File: config.mk
export PLATFORM = sky130hd
export DESIGN_NAME = rv_core
export DESIGN_NICKNAME = d
export VERILOG_FILES = /design/src/hw/rv_pkg.sv /design/src/hw/rv_stage_if.sv /design/src/hw/rv_fetch.sv /design/src/hw/rv_decode.sv /design/src/hw/rv_execute.sv /design/src/hw/rv_mem_wb.sv /design/src/hw/rv_core.sv
export VERILOG_INCLUDE_DIRS = /design/src /design/src/hw
export SDC_FILE = /design/constraint.sdc
export NUM_CORES = 2
export LEC_CHECK = 0
export ABC_AREA = 1
export BUFFER_PORTS_ARGS = -buffer_cell sky130_fd_sc_hd__buf_2
export CAP_MARGIN = 30
export CELL_PAD_IN_SITES_DETAIL_PLACEMENT = 2
export CELL_PAD_IN_SITES_GLOBAL_PLACEMENT = 2
export CORE_MARGIN = 2
export CORE_UTILIZATION = 29
export DETAILED_ROUTE_END_ITERATION = 10
export PLACE_DENSITY = 0.6
export SYNTH_ARGS = -nofsm -noshare
export SYNTH_HDL_FRONTEND = slang
export SYNTH_SLANG_ARGS = --single-unit
File: constraint.sdc
create_clock -name clk_cpu_i -period 10.8 [get_ports clk_cpu_i]
set_input_delay 1.08 -clock clk_cpu_i [delete_from_list [all_inputs] [get_ports clk_cpu_i]]
set_output_delay 1.08 -clock clk_cpu_i [all_outputs]
set_load 0.02 [all_outputs]
File: src/hw/rv_cfg.svh
// RV32I core configuration
`ifndef RV_CFG_SVH
`define RV_CFG_SVH

//////////////////////////////
// Datapath widths
//////////////////////////////

`define RV_XLEN      32
`define RV_ILEN      32
`define RV_NREGS     32
`define RV_REG_AW    5

// First fetch address after reset
`define RV_RESET_PC  32'h0000_0000

//////////////////////////////
// Major opcodes
//////////////////////////////

`define RV_OP_OP     7'b0110011
`define RV_OP_OP_IMM 7'b0010011
`define RV_OP_LUI    7'b0110111
`define RV_OP_LOAD   7'b0000011
`define RV_OP_STORE  7'b0100011
`define RV_OP_BRANCH 7'b1100011

`endif

File: src/hw/rv_pkg.sv
// RV32I core types
`include "rv_cfg.svh"

package rv_pkg;

    // Plain vectors
    typedef logic [`RV_XLEN-1:0]   word_t;
    typedef logic [`RV_ILEN-1:0]   inst_t;
    typedef logic [`RV_REG_AW-1:0] reg_idx_t;

    // ALU function, compares included
    typedef enum logic [3:0] {
        ALU_ADD,
        ALU_SUB,
        ALU_AND,
        ALU_OR,
        ALU_XOR,
        ALU_SLT,
        ALU_SLL,
        ALU_SRL,
        ALU_EQ,
        ALU_NE,
        ALU_LT
    } alu_op_e;

    // Writeback source
    typedef enum logic [1:0] {
        WB_ALU,
        WB_MEM,
        WB_IMM
    } wb_sel_e;

    // Fetch stall FSM
    typedef enum logic [1:0] {
        RUN,
        WAIT1,
        WAIT2
    } fetch_state_e;

endpackage

File: src/hw/rv_stage_if.sv
// Pipeline stage interfaces
`timescale 1ns/10ps

// Decode to execute
interface id_ex_if import rv_pkg::*; ();
    logic     valid;
    word_t    pc;
    word_t    rs1_val;
    word_t    rs2_val;
    word_t    imm;
    reg_idx_t rs1_idx;
    reg_idx_t rs2_idx;
    reg_idx_t rd_idx;
    alu_op_e  alu_op;
    logic     a_is_pc_zero;
    logic     b_is_imm;
    logic     is_branch;
    logic     mem_we;
    logic     rf_we;
    wb_sel_e  wb_sel;

    modport producer (
        output valid, pc, rs1_val, rs2_val, imm, rs1_idx, rs2_idx, rd_idx,
               alu_op, a_is_pc_zero, b_is_imm, is_branch, mem_we, rf_we, wb_sel
    );
    modport consumer (
        input  valid, pc, rs1_val, rs2_val, imm, rs1_idx, rs2_idx, rd_idx,
               alu_op, a_is_pc_zero, b_is_imm, is_branch, mem_we, rf_we, wb_sel
    );
endinterface

// Execute to memory, with the forwarding value coming back
interface ex_mem_if import rv_pkg::*; ();
    logic     valid;
    word_t    pc;
    word_t    alu_res;
    word_t    store_data;
    word_t    imm;
    reg_idx_t rd_idx;
    logic     mem_we;
    logic     rf_we;
    wb_sel_e  wb_sel;
    word_t    mem_result;

    modport producer (
        output valid, pc, alu_res, store_data, imm, rd_idx, mem_we, rf_we, wb_sel,
        input  mem_result
    );
    modport consumer (
        input  valid, pc, alu_res, store_data, imm, rd_idx, mem_we, rf_we, wb_sel,
        output mem_result
    );
endinterface

// Writeback bundle
interface wb_if import rv_pkg::*; ();
    logic     valid;
    word_t    pc;
    logic     rf_we;
    reg_idx_t rd_idx;
    word_t    data;

    modport producer (output valid, pc, rf_we, rd_idx, data);
    modport consumer (input  valid, pc, rf_we, rd_idx, data);
endinterface

File: src/hw/rv_fetch.sv
// RV32I fetch stage
`timescale 1ns/10ps
`include "rv_cfg.svh"

module rv_fetch import rv_pkg::*; (
    input  logic  clk_cpu_i,
    input  logic  arst_n_i,
    input  inst_t irom_inst_i,
    input  word_t next_pc_i,
    output word_t irom_addr_o,
    output logic  id_valid_o,
    output word_t id_pc_o,
    output inst_t id_inst_o
);

    fetch_state_e state_q;
    fetch_state_e state_d;
    word_t        pc_q;
    word_t        pc_d;
    logic         fetched_branch;

    assign fetched_branch = (irom_inst_i[6:0] == `RV_OP_BRANCH);
    assign irom_addr_o    = pc_q;

    //////////////////////////////
    // Branch stall FSM
    //////////////////////////////

    always_comb begin
        state_d = state_q;
        pc_d    = pc_q + word_t'(4);
        case (state_q)
            RUN: begin
                if (fetched_branch) begin
                    state_d = WAIT1;
                    pc_d    = pc_q;
                end
            end
            WAIT1: begin
                state_d = WAIT2;
                pc_d    = pc_q;
            end
            // Branch resolves in execute this cycle
            WAIT2: begin
                state_d = RUN;
                pc_d    = next_pc_i;
            end
            default: begin
                state_d = RUN;
                pc_d    = pc_q;
            end
        endcase
    end

    always_ff @(posedge clk_cpu_i or negedge arst_n_i) begin
        if (!arst_n_i) begin
            state_q    <= RUN;
            pc_q       <= `RV_RESET_PC;
            id_valid_o <= 1'b0;
        end else begin
            state_q    <= state_d;
            pc_q       <= pc_d;
            id_valid_o <= (state_q == RUN);
        end
    end

    // IF/ID payload
    always_ff @(posedge clk_cpu_i) begin
        id_pc_o   <= pc_q;
        id_inst_o <= irom_inst_i;
    end

endmodule

File: src/hw/rv_decode.sv
// RV32I decode stage
`timescale 1ns/10ps
`include "rv_cfg.svh"

module rv_decode import rv_pkg::*; (
    input  logic      clk_cpu_i,
    input  logic      arst_n_i,
    input  logic      id_valid_i,
    input  word_t     id_pc_i,
    input  inst_t     id_inst_i,
    wb_if.consumer    wb,
    id_ex_if.producer ex
);

    logic [6:0] opcode;
    logic [2:0] funct3;
    reg_idx_t   rs1;
    reg_idx_t   rs2;
    reg_idx_t   rd;
    word_t      imm;
    alu_op_e    alu_op;
    wb_sel_e    wb_sel;
    logic       a_zero;
    logic       b_imm;
    logic       is_branch;
    logic       mem_we;
    logic       rf_we;
    word_t      rs1_val;
    word_t      rs2_val;
    word_t      regs [`RV_NREGS];

    assign opcode = id_inst_i[6:0];
    assign funct3 = id_inst_i[14:12];
    assign rd     = id_inst_i[11:7];
    assign rs1    = id_inst_i[19:15];
    assign rs2    = id_inst_i[24:20];

    function automatic alu_op_e alu_fn(logic [2:0] f3, logic sub);
        alu_op_e op;
        case (f3)
            3'b000:  op = sub ? ALU_SUB : ALU_ADD;
            3'b001:  op = ALU_SLL;
            3'b010:  op = ALU_SLT;
            3'b100:  op = ALU_XOR;
            3'b101:  op = ALU_SRL;
            3'b110:  op = ALU_OR;
            3'b111:  op = ALU_AND;
            default: op = ALU_ADD;
        endcase
        return op;
    endfunction

    //////////////////////////////
    // Control and immediate
    //////////////////////////////

    always_comb begin
        alu_op    = ALU_ADD;
        wb_sel    = WB_ALU;
        a_zero    = 1'b0;
        b_imm     = 1'b0;
        is_branch = 1'b0;
        mem_we    = 1'b0;
        rf_we     = 1'b0;
        imm       = {{20{id_inst_i[31]}}, id_inst_i[31:20]};
        case (opcode)
            `RV_OP_OP: begin
                rf_we  = 1'b1;
                alu_op = alu_fn(funct3, id_inst_i[30]);
            end
            `RV_OP_OP_IMM: begin
                rf_we  = 1'b1;
                b_imm  = 1'b1;
                alu_op = alu_fn(funct3, 1'b0);
            end
            `RV_OP_LUI: begin
                rf_we  = 1'b1;
                a_zero = 1'b1;
                b_imm  = 1'b1;
                wb_sel = WB_IMM;
                imm    = {id_inst_i[31:12], 12'h000};
            end
            `RV_OP_LOAD: begin
                rf_we  = 1'b1;
                b_imm  = 1'b1;
                wb_sel = WB_MEM;
            end
            `RV_OP_STORE: begin
                mem_we = 1'b1;
                b_imm  = 1'b1;
                imm    = {{20{id_inst_i[31]}}, id_inst_i[31:25], id_inst_i[11:7]};
            end
            `RV_OP_BRANCH: begin
                is_branch = 1'b1;
                imm = {{20{id_inst_i[31]}}, id_inst_i[7], id_inst_i[30:25],
                       id_inst_i[11:8], 1'b0};
                case (funct3)
                    3'b000:  alu_op = ALU_EQ;
                    3'b001:  alu_op = ALU_NE;
                    default: alu_op = ALU_LT;
                endcase
            end
            default: ;
        endcase
    end

    //////////////////////////////
    // Register file
    //////////////////////////////

    // x0 reads zero, writeback in the same cycle is passed through
    function automatic word_t rf_read(reg_idx_t idx);
        word_t val;
        if (idx == '0) begin
            val = '0;
        end else if (wb.valid && wb.rf_we && wb.rd_idx == idx) begin
            val = wb.data;
        end else begin
            val = regs[idx];
        end
        return val;
    endfunction

    always_comb begin
        rs1_val = rf_read(rs1);
        rs2_val = rf_read(rs2);
    end

    always_ff @(posedge clk_cpu_i) begin
        if (wb.valid && wb.rf_we && wb.rd_idx != '0) begin
            regs[wb.rd_idx] <= wb.data;
        end
    end

    // ID/EX register
    always_ff @(posedge clk_cpu_i or negedge arst_n_i) begin
        if (!arst_n_i) begin
            ex.valid     <= 1'b0;
            ex.rf_we     <= 1'b0;
            ex.mem_we    <= 1'b0;
            ex.is_branch <= 1'b0;
        end else begin
            ex.valid     <= id_valid_i;
            ex.rf_we     <= rf_we & id_valid_i;
            ex.mem_we    <= mem_we & id_valid_i;
            ex.is_branch <= is_branch & id_valid_i;
        end
    end

    always_ff @(posedge clk_cpu_i) begin
        ex.pc           <= id_pc_i;
        ex.rs1_val      <= rs1_val;
        ex.rs2_val      <= rs2_val;
        ex.imm          <= imm;
        ex.rs1_idx      <= rs1;
        ex.rs2_idx      <= rs2;
        ex.rd_idx       <= rd;
        ex.alu_op       <= alu_op;
        ex.a_is_pc_zero <= a_zero;
        ex.b_is_imm     <= b_imm;
        ex.wb_sel       <= wb_sel;
    end

endmodule

File: src/hw/rv_execute.sv
// RV32I execute stage
`timescale 1ns/10ps

module rv_execute import rv_pkg::*; (
    input  logic      clk_cpu_i,
    input  logic      arst_n_i,
    id_ex_if.consumer ex,
    ex_mem_if.producer mem,
    wb_if.consumer    wb,
    output word_t     next_pc_o
);

    word_t fwd_rs1;
    word_t fwd_rs2;
    word_t op_a;
    word_t op_b;
    word_t alu_res;
    logic  lt;
    logic  cmp;

    //////////////////////////////
    // Operand forwarding
    //////////////////////////////

    // Memory stage wins over writeback, it is the younger result
    function automatic word_t fwd(reg_idx_t idx, word_t dec_val);
        word_t val;
        if (mem.rf_we && mem.rd_idx != '0 && mem.rd_idx == idx) begin
            val = mem.mem_result;
        end else if (wb.rf_we && wb.rd_idx != '0 && wb.rd_idx == idx) begin
            val = wb.data;
        end else begin
            val = dec_val;
        end
        return val;
    endfunction

    always_comb begin
        fwd_rs1 = fwd(ex.rs1_idx, ex.rs1_val);
        fwd_rs2 = fwd(ex.rs2_idx, ex.rs2_val);
    end

    assign op_a = ex.a_is_pc_zero ? '0 : fwd_rs1;
    assign op_b = ex.b_is_imm ? ex.imm : fwd_rs2;

    //////////////////////////////
    // ALU
    //////////////////////////////

    assign lt = $signed(op_a) < $signed(op_b);

    always_comb begin
        case (ex.alu_op)
            ALU_EQ:  cmp = (op_a == op_b);
            ALU_NE:  cmp = (op_a != op_b);
            default: cmp = lt;
        endcase
    end

    always_comb begin
        case (ex.alu_op)
            ALU_ADD: alu_res = op_a + op_b;
            ALU_SUB: alu_res = op_a - op_b;
            ALU_AND: alu_res = op_a & op_b;
            ALU_OR:  alu_res = op_a | op_b;
            ALU_XOR: alu_res = op_a ^ op_b;
            ALU_SLT: alu_res = word_t'(lt);
            ALU_SLL: alu_res = op_a << op_b[4:0];
            ALU_SRL: alu_res = op_a >> op_b[4:0];
            default: alu_res = word_t'(cmp);
        endcase
    end

    // Fetch only samples this while it waits on a branch
    assign next_pc_o = (ex.valid && ex.is_branch && cmp) ? ex.pc + ex.imm
                                                          : ex.pc + word_t'(4);

    // EX/MEM register
    always_ff @(posedge clk_cpu_i or negedge arst_n_i) begin
        if (!arst_n_i) begin
            mem.valid  <= 1'b0;
            mem.rf_we  <= 1'b0;
            mem.mem_we <= 1'b0;
        end else begin
            mem.valid  <= ex.valid;
            mem.rf_we  <= ex.rf_we;
            mem.mem_we <= ex.mem_we;
        end
    end

    always_ff @(posedge clk_cpu_i) begin
        mem.pc         <= ex.pc;
        mem.alu_res    <= alu_res;
        mem.store_data <= fwd_rs2;
        mem.imm        <= ex.imm;
        mem.rd_idx     <= ex.rd_idx;
        mem.wb_sel     <= ex.wb_sel;
    end

endmodule

File: src/hw/rv_mem_wb.sv
// RV32I memory and writeback stages
`timescale 1ns/10ps

module rv_mem_wb import rv_pkg::*; (
    input  logic       clk_cpu_i,
    input  logic       arst_n_i,
    input  word_t      dram_rdata_i,
    ex_mem_if.consumer mem,
    wb_if.producer     wb,
    output word_t      dram_addr_o,
    output word_t      dram_wdata_o,
    output logic       dram_we_o
);

    //////////////////////////////
    // Data RAM port
    //////////////////////////////

    assign dram_addr_o  = mem.alu_res;
    assign dram_wdata_o = mem.store_data;
    assign dram_we_o    = mem.mem_we;

    // Writeback value, also fed back to execute
    always_comb begin
        case (mem.wb_sel)
            WB_MEM:  mem.mem_result = dram_rdata_i;
            WB_IMM:  mem.mem_result = mem.imm;
            default: mem.mem_result = mem.alu_res;
        endcase
    end

    // MEM/WB register
    always_ff @(posedge clk_cpu_i or negedge arst_n_i) begin
        if (!arst_n_i) begin
            wb.valid <= 1'b0;
            wb.rf_we <= 1'b0;
        end else begin
            wb.valid <= mem.valid;
            wb.rf_we <= mem.rf_we;
        end
    end

    always_ff @(posedge clk_cpu_i) begin
        wb.pc     <= mem.pc;
        wb.rd_idx <= mem.rd_idx;
        wb.data   <= mem.mem_result;
    end

endmodule

File: src/hw/rv_core.sv
// RV32I five-stage pipeline
`timescale 1ns/10ps

module rv_core import rv_pkg::*; (
    input  logic     clk_cpu_i,
    input  logic     arst_n_i,
    input  inst_t    irom_inst_i,
    input  word_t    dram_rdata_i,
    output word_t    irom_addr_o,
    output word_t    dram_addr_o,
    output word_t    dram_wdata_o,
    output logic     dram_we_o,
    // Retire trace
    output logic     debug_wb_have_inst_o,
    output word_t    debug_wb_pc_o,
    output logic     debug_wb_ena_o,
    output reg_idx_t debug_wb_reg_o,
    output word_t    debug_wb_value_o
);

    logic  if_id_valid;
    word_t if_id_pc;
    inst_t if_id_inst;
    word_t next_pc;

    id_ex_if  id_ex_bus ();
    ex_mem_if ex_mem_bus ();
    wb_if     wb_bus ();

    //////////////////////////////
    // Stages
    //////////////////////////////

    rv_fetch u_fetch_0 (
        .clk_cpu_i   (clk_cpu_i),
        .arst_n_i    (arst_n_i),
        .irom_inst_i (irom_inst_i),
        .next_pc_i   (next_pc),
        .irom_addr_o (irom_addr_o),
        .id_valid_o  (if_id_valid),
        .id_pc_o     (if_id_pc),
        .id_inst_o   (if_id_inst)
    );

    rv_decode u_decode_0 (
        .clk_cpu_i  (clk_cpu_i),
        .arst_n_i   (arst_n_i),
        .id_valid_i (if_id_valid),
        .id_pc_i    (if_id_pc),
        .id_inst_i  (if_id_inst),
        .wb         (wb_bus.consumer),
        .ex         (id_ex_bus.producer)
    );

    rv_execute u_execute_0 (
        .clk_cpu_i (clk_cpu_i),
        .arst_n_i  (arst_n_i),
        .ex        (id_ex_bus.consumer),
        .mem       (ex_mem_bus.producer),
        .wb        (wb_bus.consumer),
        .next_pc_o (next_pc)
    );

    rv_mem_wb u_mem_wb_0 (
        .clk_cpu_i    (clk_cpu_i),
        .arst_n_i     (arst_n_i),
        .dram_rdata_i (dram_rdata_i),
        .mem          (ex_mem_bus.consumer),
        .wb           (wb_bus.producer),
        .dram_addr_o  (dram_addr_o),
        .dram_wdata_o (dram_wdata_o),
        .dram_we_o    (dram_we_o)
    );

    // Debug trace straight off the writeback bundle
    assign debug_wb_have_inst_o = wb_bus.valid;
    assign debug_wb_pc_o        = wb_bus.pc;
    assign debug_wb_ena_o       = wb_bus.rf_we;
    assign debug_wb_reg_o       = wb_bus.rd_idx;
    assign debug_wb_value_o     = wb_bus.data;

endmodule

==> impl_metrics.sql <==
INSERT INTO impl_metrics (metric_group, metric, value, unit) VALUES
('timing', 'setup_tns', '0', 'ns'),
('final_layout', 'flow.area_growth_from_synthesis', '14.6', '%'),
('yosys', 'syn_avg_cell_area', '8.74', 'um2'),
('flow_run', 'drv.max_cap_violation_count', '0', ''),
('yosys', 'yosys.area_share.xor_xnor', '1.04', '%'),
('timing', 'tightest_slew', '1.20', 'ns'),
('cts', 'tritoncts', 'yes', ''),
('drt', 'drc', '0', ''),
('drt', 'routed_wire_length_per_instance', '32.6', 'um'),
('drt', 'detail_route.vias_per_cell', '5.74', ''),
('yosys', 'ys_ff_latch', '1486', ''),
('cts', 'clk_pin_slew', '0.06', 'ns'),
('die', 'die-area', '264000', 'um2'),
('timing', 'number_of_hold_slack_violations_in_the_final_timing_report', '0', ''),
('drt', 'ant_nets', '0', ''),
('setup_path', 'worst_ep_arrival_time', '7.74', 'ns'),
('setup_path', 'timing.critical_path.required', '11.55', 'ns'),
('cts', 'clkLatencyLatePin', '0.89', 'ns'),
('die', 'y_dimension_of_the_die', '513', 'um'),
('timing', 'post-route-period-util', '64.7', '%'),
('timing', 'timing.final.crit_period', '6.99', 'ns'),
('yosys', 'synth_sequential_area_ratio', '53.5', '%'),
('final_layout', 'layout-drive-gt1-share', '9.73', '%'),
('placed_design', 'gp_congestion', '0.945', ''),
('cts', 'cts_htree_levels', '4', ''),
('drt', 'drt_wirelength', '397', 'mm'),
('yosys', 'yosys-mux-area-fraction', '0', '%'),
('yosys', 'post_synth_and_or_nand_nor_area_fraction', '14.7', '%'),
('cts', 'ctsRootBufferMaster', 'sky130_fd_sc_hd__clkbuf_16', ''),
('timing', 'report.final.setup_viol', '0', ''),
('yosys', 'syn-cell-area', '75200', 'um2'),
('cts', 'cts_hold_buf', '0', ''),
('die', 'core', '257000', 'um2'),
('yosys', 'share_of_the_synthesized_area_in_compound_gates_ao_oa_aoi_oai', '21.7', '%'),
('drt', 'dr.first_iter.drc_count', '6084', ''),
('timing', 'finalClockSkew', '0.0504', 'ns'),
('yosys', 'yosys_most_used_dff', 'sky130_fd_sc_hd__edfxtp_1', ''),
('cts', 'ctsLongestPathBuffers', '3', ''),
('yosys', 'synthesized_instance_count', '8613', ''),
('power', 'power_density', '216', 'nW/um2'),
('min_path', 'hold_path_class', 'flip-flop to flip-flop', ''),
('timing', 'rsz0062_at_grt', 'no', ''),
('final_layout', 'regArea', '40300', 'um2'),
('timing', 'timing.max_slew.rel_slack', '19.4', '%'),
('global_routing', 'overall_overflow_remaining_after_global_route', '0', ''),
('placed_design', 'hpwlAfterDp', '260', 'mm'),
('setup_path', 'start_kind', 'flip-flop', ''),
('setup_path', 'critPathCaptureType', 'flip-flop', ''),
('final_layout', 'nFillCells', '28700', ''),
('cts', 'cts_setup_buffers', '0', ''),
('die', 'initial_utilization', '29.2', '%'),
('global_routing', 'antenna_found_initial', '28', ''),
('yosys', 'synth_warnings', '0', ''),
('drt', 'vias', '70000', ''),
('global_routing', 'grt_max_degree', '165', ''),
('final_layout', 'multi_input_comb_area', '30300', 'um2'),
('die', 'dieWidth', '513', 'um'),
('yosys', 'main_combinational_cell_family_by_area_after_synthesis', 'compound AO/OA/AOI/OAI gates', ''),
('cts', 'cts.repair.resized', '0', ''),
('timing', 'fmaxAchievable', '143', 'MHz'),
('final_layout', 'fin_nets', '8862', ''),
('yosys', 'asyncSetResetFlopFracSynth', '2.96', '%'),
('setup_path', 'cp_max_fo', '48', ''),
('timing', 'timing_max_transition_violations_final', '0', ''),
('power', 'leakagePower', '32.2', 'nW'),
('global_routing', 'grt_pass1_vias', '72800', ''),
('power', 'worst_ir_drop_vdd', '0.000141', 'V'),
('die', 'io_pins', '234', ''),
('yosys', 'number_of_enable_type_register_cells_in_the_synthesized_netlist', '1024', ''),
('cts', 'clock_sinks', '1486', ''),
('outcome', 'result_of_the_run', 'complete, no violations', ''),
('placed_design', 'port_buffers', '233', ''),
('global_routing', 'grt_first_pass_wirelength', '559', 'mm'),
('yosys', 'synth_fa_ha_area_share', '2.29', '%'),
('yosys', 'ys_types', '68', ''),
('placed_design', 'dp_slack', '4.01', 'ns'),
('setup_path', 'path_class', 'flip-flop to flip-flop', ''),
('global_routing', 'grtUsageTotal', '29.4', '%'),
('cts', 'tritoncts_buffer_count', '182', ''),
('die', 'fp-row-count', '186', ''),
('timing', 'final.setup.worst_slack', '3.81', 'ns'),
('drt', 'drt-pass1-iter-count', '6', '');
## metrics by stage
step / total power [mW] / instance area, um2 / util [%] / hold slack [ns] / instances
floorplan: 9.93 / 75400 / - / 0.310 / 8644
global placement: 12.4 / 80200 / 31.2 / 0.310 / 11900
detailed placement: 12.4 / 80300 / 31.2 / 0.313 / 11900
CTS: 18.7 / 86200 / 33.5 / 0.250 / 12200
global route: 19.3 / 86200 / 33.5 / 0.280 / 12200
finish: 18.6 / 86300 / 33.5 / 0.318 / 12200
## layout by cell type (no fill, tap or decap), types with 55 or more instances in the layout
master                         n
sky130_fd_sc_hd__o22ai_1     160
sky130_fd_sc_hd__nand3_1     635
sky130_fd_sc_hd__o21ai_0    1720
sky130_fd_sc_hd__o221ai_1    150
sky130_fd_sc_hd__inv_1       683
sky130_fd_sc_hd__clkbuf_16   185
sky130_fd_sc_hd__nand4_1      55
sky130_fd_sc_hd__xor2_1       60
sky130_fd_sc_hd__nand2_1     913
sky130_fd_sc_hd__a21oi_1     734
sky130_fd_sc_hd__edfxtp_1   1024
sky130_fd_sc_hd__o211ai_1     79
sky130_fd_sc_hd__buf_2       236
sky130_fd_sc_hd__nor2_1      821
sky130_fd_sc_hd__ha_1        133
sky130_fd_sc_hd__buf_4       179
sky130_fd_sc_hd__dfxtp_1     405
## per-layer routing
metal  part of all wire, %  GRT usage [%]
met4                   3.9           10.9
met5                0.0033              0
met1                    45           40.2
met2                    46           47.0
met3                   5.4           3.98
## where the power goes
part	switching, mW	internal (mW)	leakage (nW)
logic	3.62	1.11	16.0
registers	0.594	7.07	13.2
clock network	2.67	3.54	2.89
total	6.88	11.7	32.2
## kinds of logic after synthesis
| family | count (synthesis) |
|---|---|
| adder cells (fa/ha/maj) | 136 |
| XOR/XNOR | 89 |
| flip-flops | 1486 |
| AND/OR/NAND/NOR | 2589 |
| AO/OA/AOI/OAI | 3002 |
| buffers and inverters | 1310 |
| other | 1 |
## cell usage after synthesis, types with 4 or more instances
cell type	count	area share [%]
sky130_fd_sc_hd__nor2_4	4	0.060
sky130_fd_sc_hd__clkbuf_1	470	2.3
sky130_fd_sc_hd__xnor2_1	29	0.34
sky130_fd_sc_hd__xor2_1	60	0.70
sky130_fd_sc_hd__nand2_1	916	4.6
sky130_fd_sc_hd__nor4_1	14	0.12
sky130_fd_sc_hd__edfxtp_1	1024	41
sky130_fd_sc_hd__a31oi_1	31	0.26
sky130_fd_sc_hd__ha_1	133	2.2
sky130_fd_sc_hd__or2_2	40	0.33
sky130_fd_sc_hd__inv_1	689	3.4
sky130_fd_sc_hd__dfxtp_1	418	11
sky130_fd_sc_hd__o2111ai_1	6	0.070
sky130_fd_sc_hd__nand4_1	55	0.46
sky130_fd_sc_hd__o22ai_1	160	1.3
sky130_fd_sc_hd__a211oi_1	35	0.35
sky130_fd_sc_hd__o21ai_2	4	0.047
sky130_fd_sc_hd__nand3_1	635	4.2
sky130_fd_sc_hd__clkbuf_2	4	0.027
sky130_fd_sc_hd__nor3_1	32	0.21
sky130_fd_sc_hd__buf_4	10	0.10
sky130_fd_sc_hd__buf_6	12	0.18
sky130_fd_sc_hd__nor2_1	857	4.3
sky130_fd_sc_hd__a221oi_1	7	0.081
sky130_fd_sc_hd__a21o_1	10	0.10
sky130_fd_sc_hd__o211ai_1	79	0.79
sky130_fd_sc_hd__o21ai_1	23	0.15
sky130_fd_sc_hd__buf_1	43	0.21
sky130_fd_sc_hd__o21bai_1	10	0.10
sky130_fd_sc_hd__o21a_1	6	0.060
sky130_fd_sc_hd__nand3b_1	4	0.040
sky130_fd_sc_hd__inv_2	15	0.075
sky130_fd_sc_hd__buf_2	58	0.39
sky130_fd_sc_hd__a21oi_1	734	4.9
sky130_fd_sc_hd__nand2_2	9	0.075
sky130_fd_sc_hd__a21boi_0	5	0.050
sky130_fd_sc_hd__dfrtp_1	44	1.5
sky130_fd_sc_hd__clkinv_1	8	0.040
sky130_fd_sc_hd__o21ai_0	1721	11
sky130_fd_sc_hd__nand3_2	5	0.067
sky130_fd_sc_hd__o221ai_1	150	1.7
## worst max-delay path: stages, from the launching register on
cell and delay, ns:
sky130_fd_sc_hd__dfxtp_1 0.65, sky130_fd_sc_hd__nor2_4 0.10, sky130_fd_sc_hd__nand3_2 0.13, sky130_fd_sc_hd__nand2_4 0.08
sky130_fd_sc_hd__inv_2 0.11, sky130_fd_sc_hd__nand3_4 0.40, sky130_fd_sc_hd__inv_2 0.64, sky130_fd_sc_hd__nand2_1 0.11
sky130_fd_sc_hd__nand3_1 0.10, sky130_fd_sc_hd__o21ai_1 0.10, sky130_fd_sc_hd__o21ai_2 0.64, sky130_fd_sc_hd__inv_2 0.26
sky130_fd_sc_hd__ha_1 0.49, sky130_fd_sc_hd__inv_1 0.14, sky130_fd_sc_hd__nor2_1 0.19, sky130_fd_sc_hd__nand2_1 0.09
sky130_fd_sc_hd__nor4_1 0.91, sky130_fd_sc_hd__nand2_1 0.11, sky130_fd_sc_hd__nand2_1 0.10, sky130_fd_sc_hd__nand3_1 0.11
sky130_fd_sc_hd__nand3_2 0.10, sky130_fd_sc_hd__buf_4 0.43, sky130_fd_sc_hd__inv_2 0.32, sky130_fd_sc_hd__nand2_1 0.18
sky130_fd_sc_hd__nand3_1 0.09, sky130_fd_sc_hd__nand2_1 0.11, sky130_fd_sc_hd__inv_1 0.04
## final timing paths
| path | startpoint | to | slack (ns) | cells past startpoint |
|---|---|---|---|---|
| setup reg to reg | u_mem_wb_0.wb.rd_idx[3] | u_fetch_0.irom_addr_o[20] | 3.81 | 26 |
| hold / removal | u_fetch_0.id_pc_o[4] | u_decode_0.ex.pc[4] | 0.32 | 0 |
| max in group asynchronous | arst_n_i | u_fetch_0.irom_addr_o[3] | 9.96 | 2 |
| min in group asynchronous | arst_n_i | u_execute_0.mem.mem_we | 0.34 | 2 |
| hold reg to reg | u_fetch_0.id_pc_o[4] | u_decode_0.ex.pc[4] | 0.32 | 0 |
| setup / recovery | u_mem_wb_0.wb.rd_idx[3] | u_fetch_0.irom_addr_o[20] | 3.81 | 26 |
## final cells by class
type / count / share of cell area, %
antenna: 4 / 0.0116
clock buffer: 247 / 5.84
timing repair buffer: 429 / 3.28
sequential: 1486 / 46.7
clock inverter: 88 / 1.01
tap: 3384 / 4.91
multi-input combinational: 5848 / 35.1
inverter: 713 / 3.14
## flip-flops by register name (all words and copies together) (netlist names), 32 cells and up
name / flops
u_execute_0.mem.imm: 32
u_execute_0.mem.pc: 32
u_fetch_0.id_inst_o: 32
u_mem_wb_0.wb.data: 32
u_execute_0.mem.store_data: 32
u_fetch_0.id_pc_o: 32
u_decode_0.regs: 1024
u_execute_0.mem.alu_res: 32
u_mem_wb_0.wb.pc: 32
u_decode_0.ex.rs1_val: 32
u_decode_0.ex.rs2_val: 32
u_decode_0.ex.pc: 32
u_decode_0.ex.imm: 32
u_fetch_0.irom_addr_o: 32
Note: power is estimated with default switching activity, not from simulation.
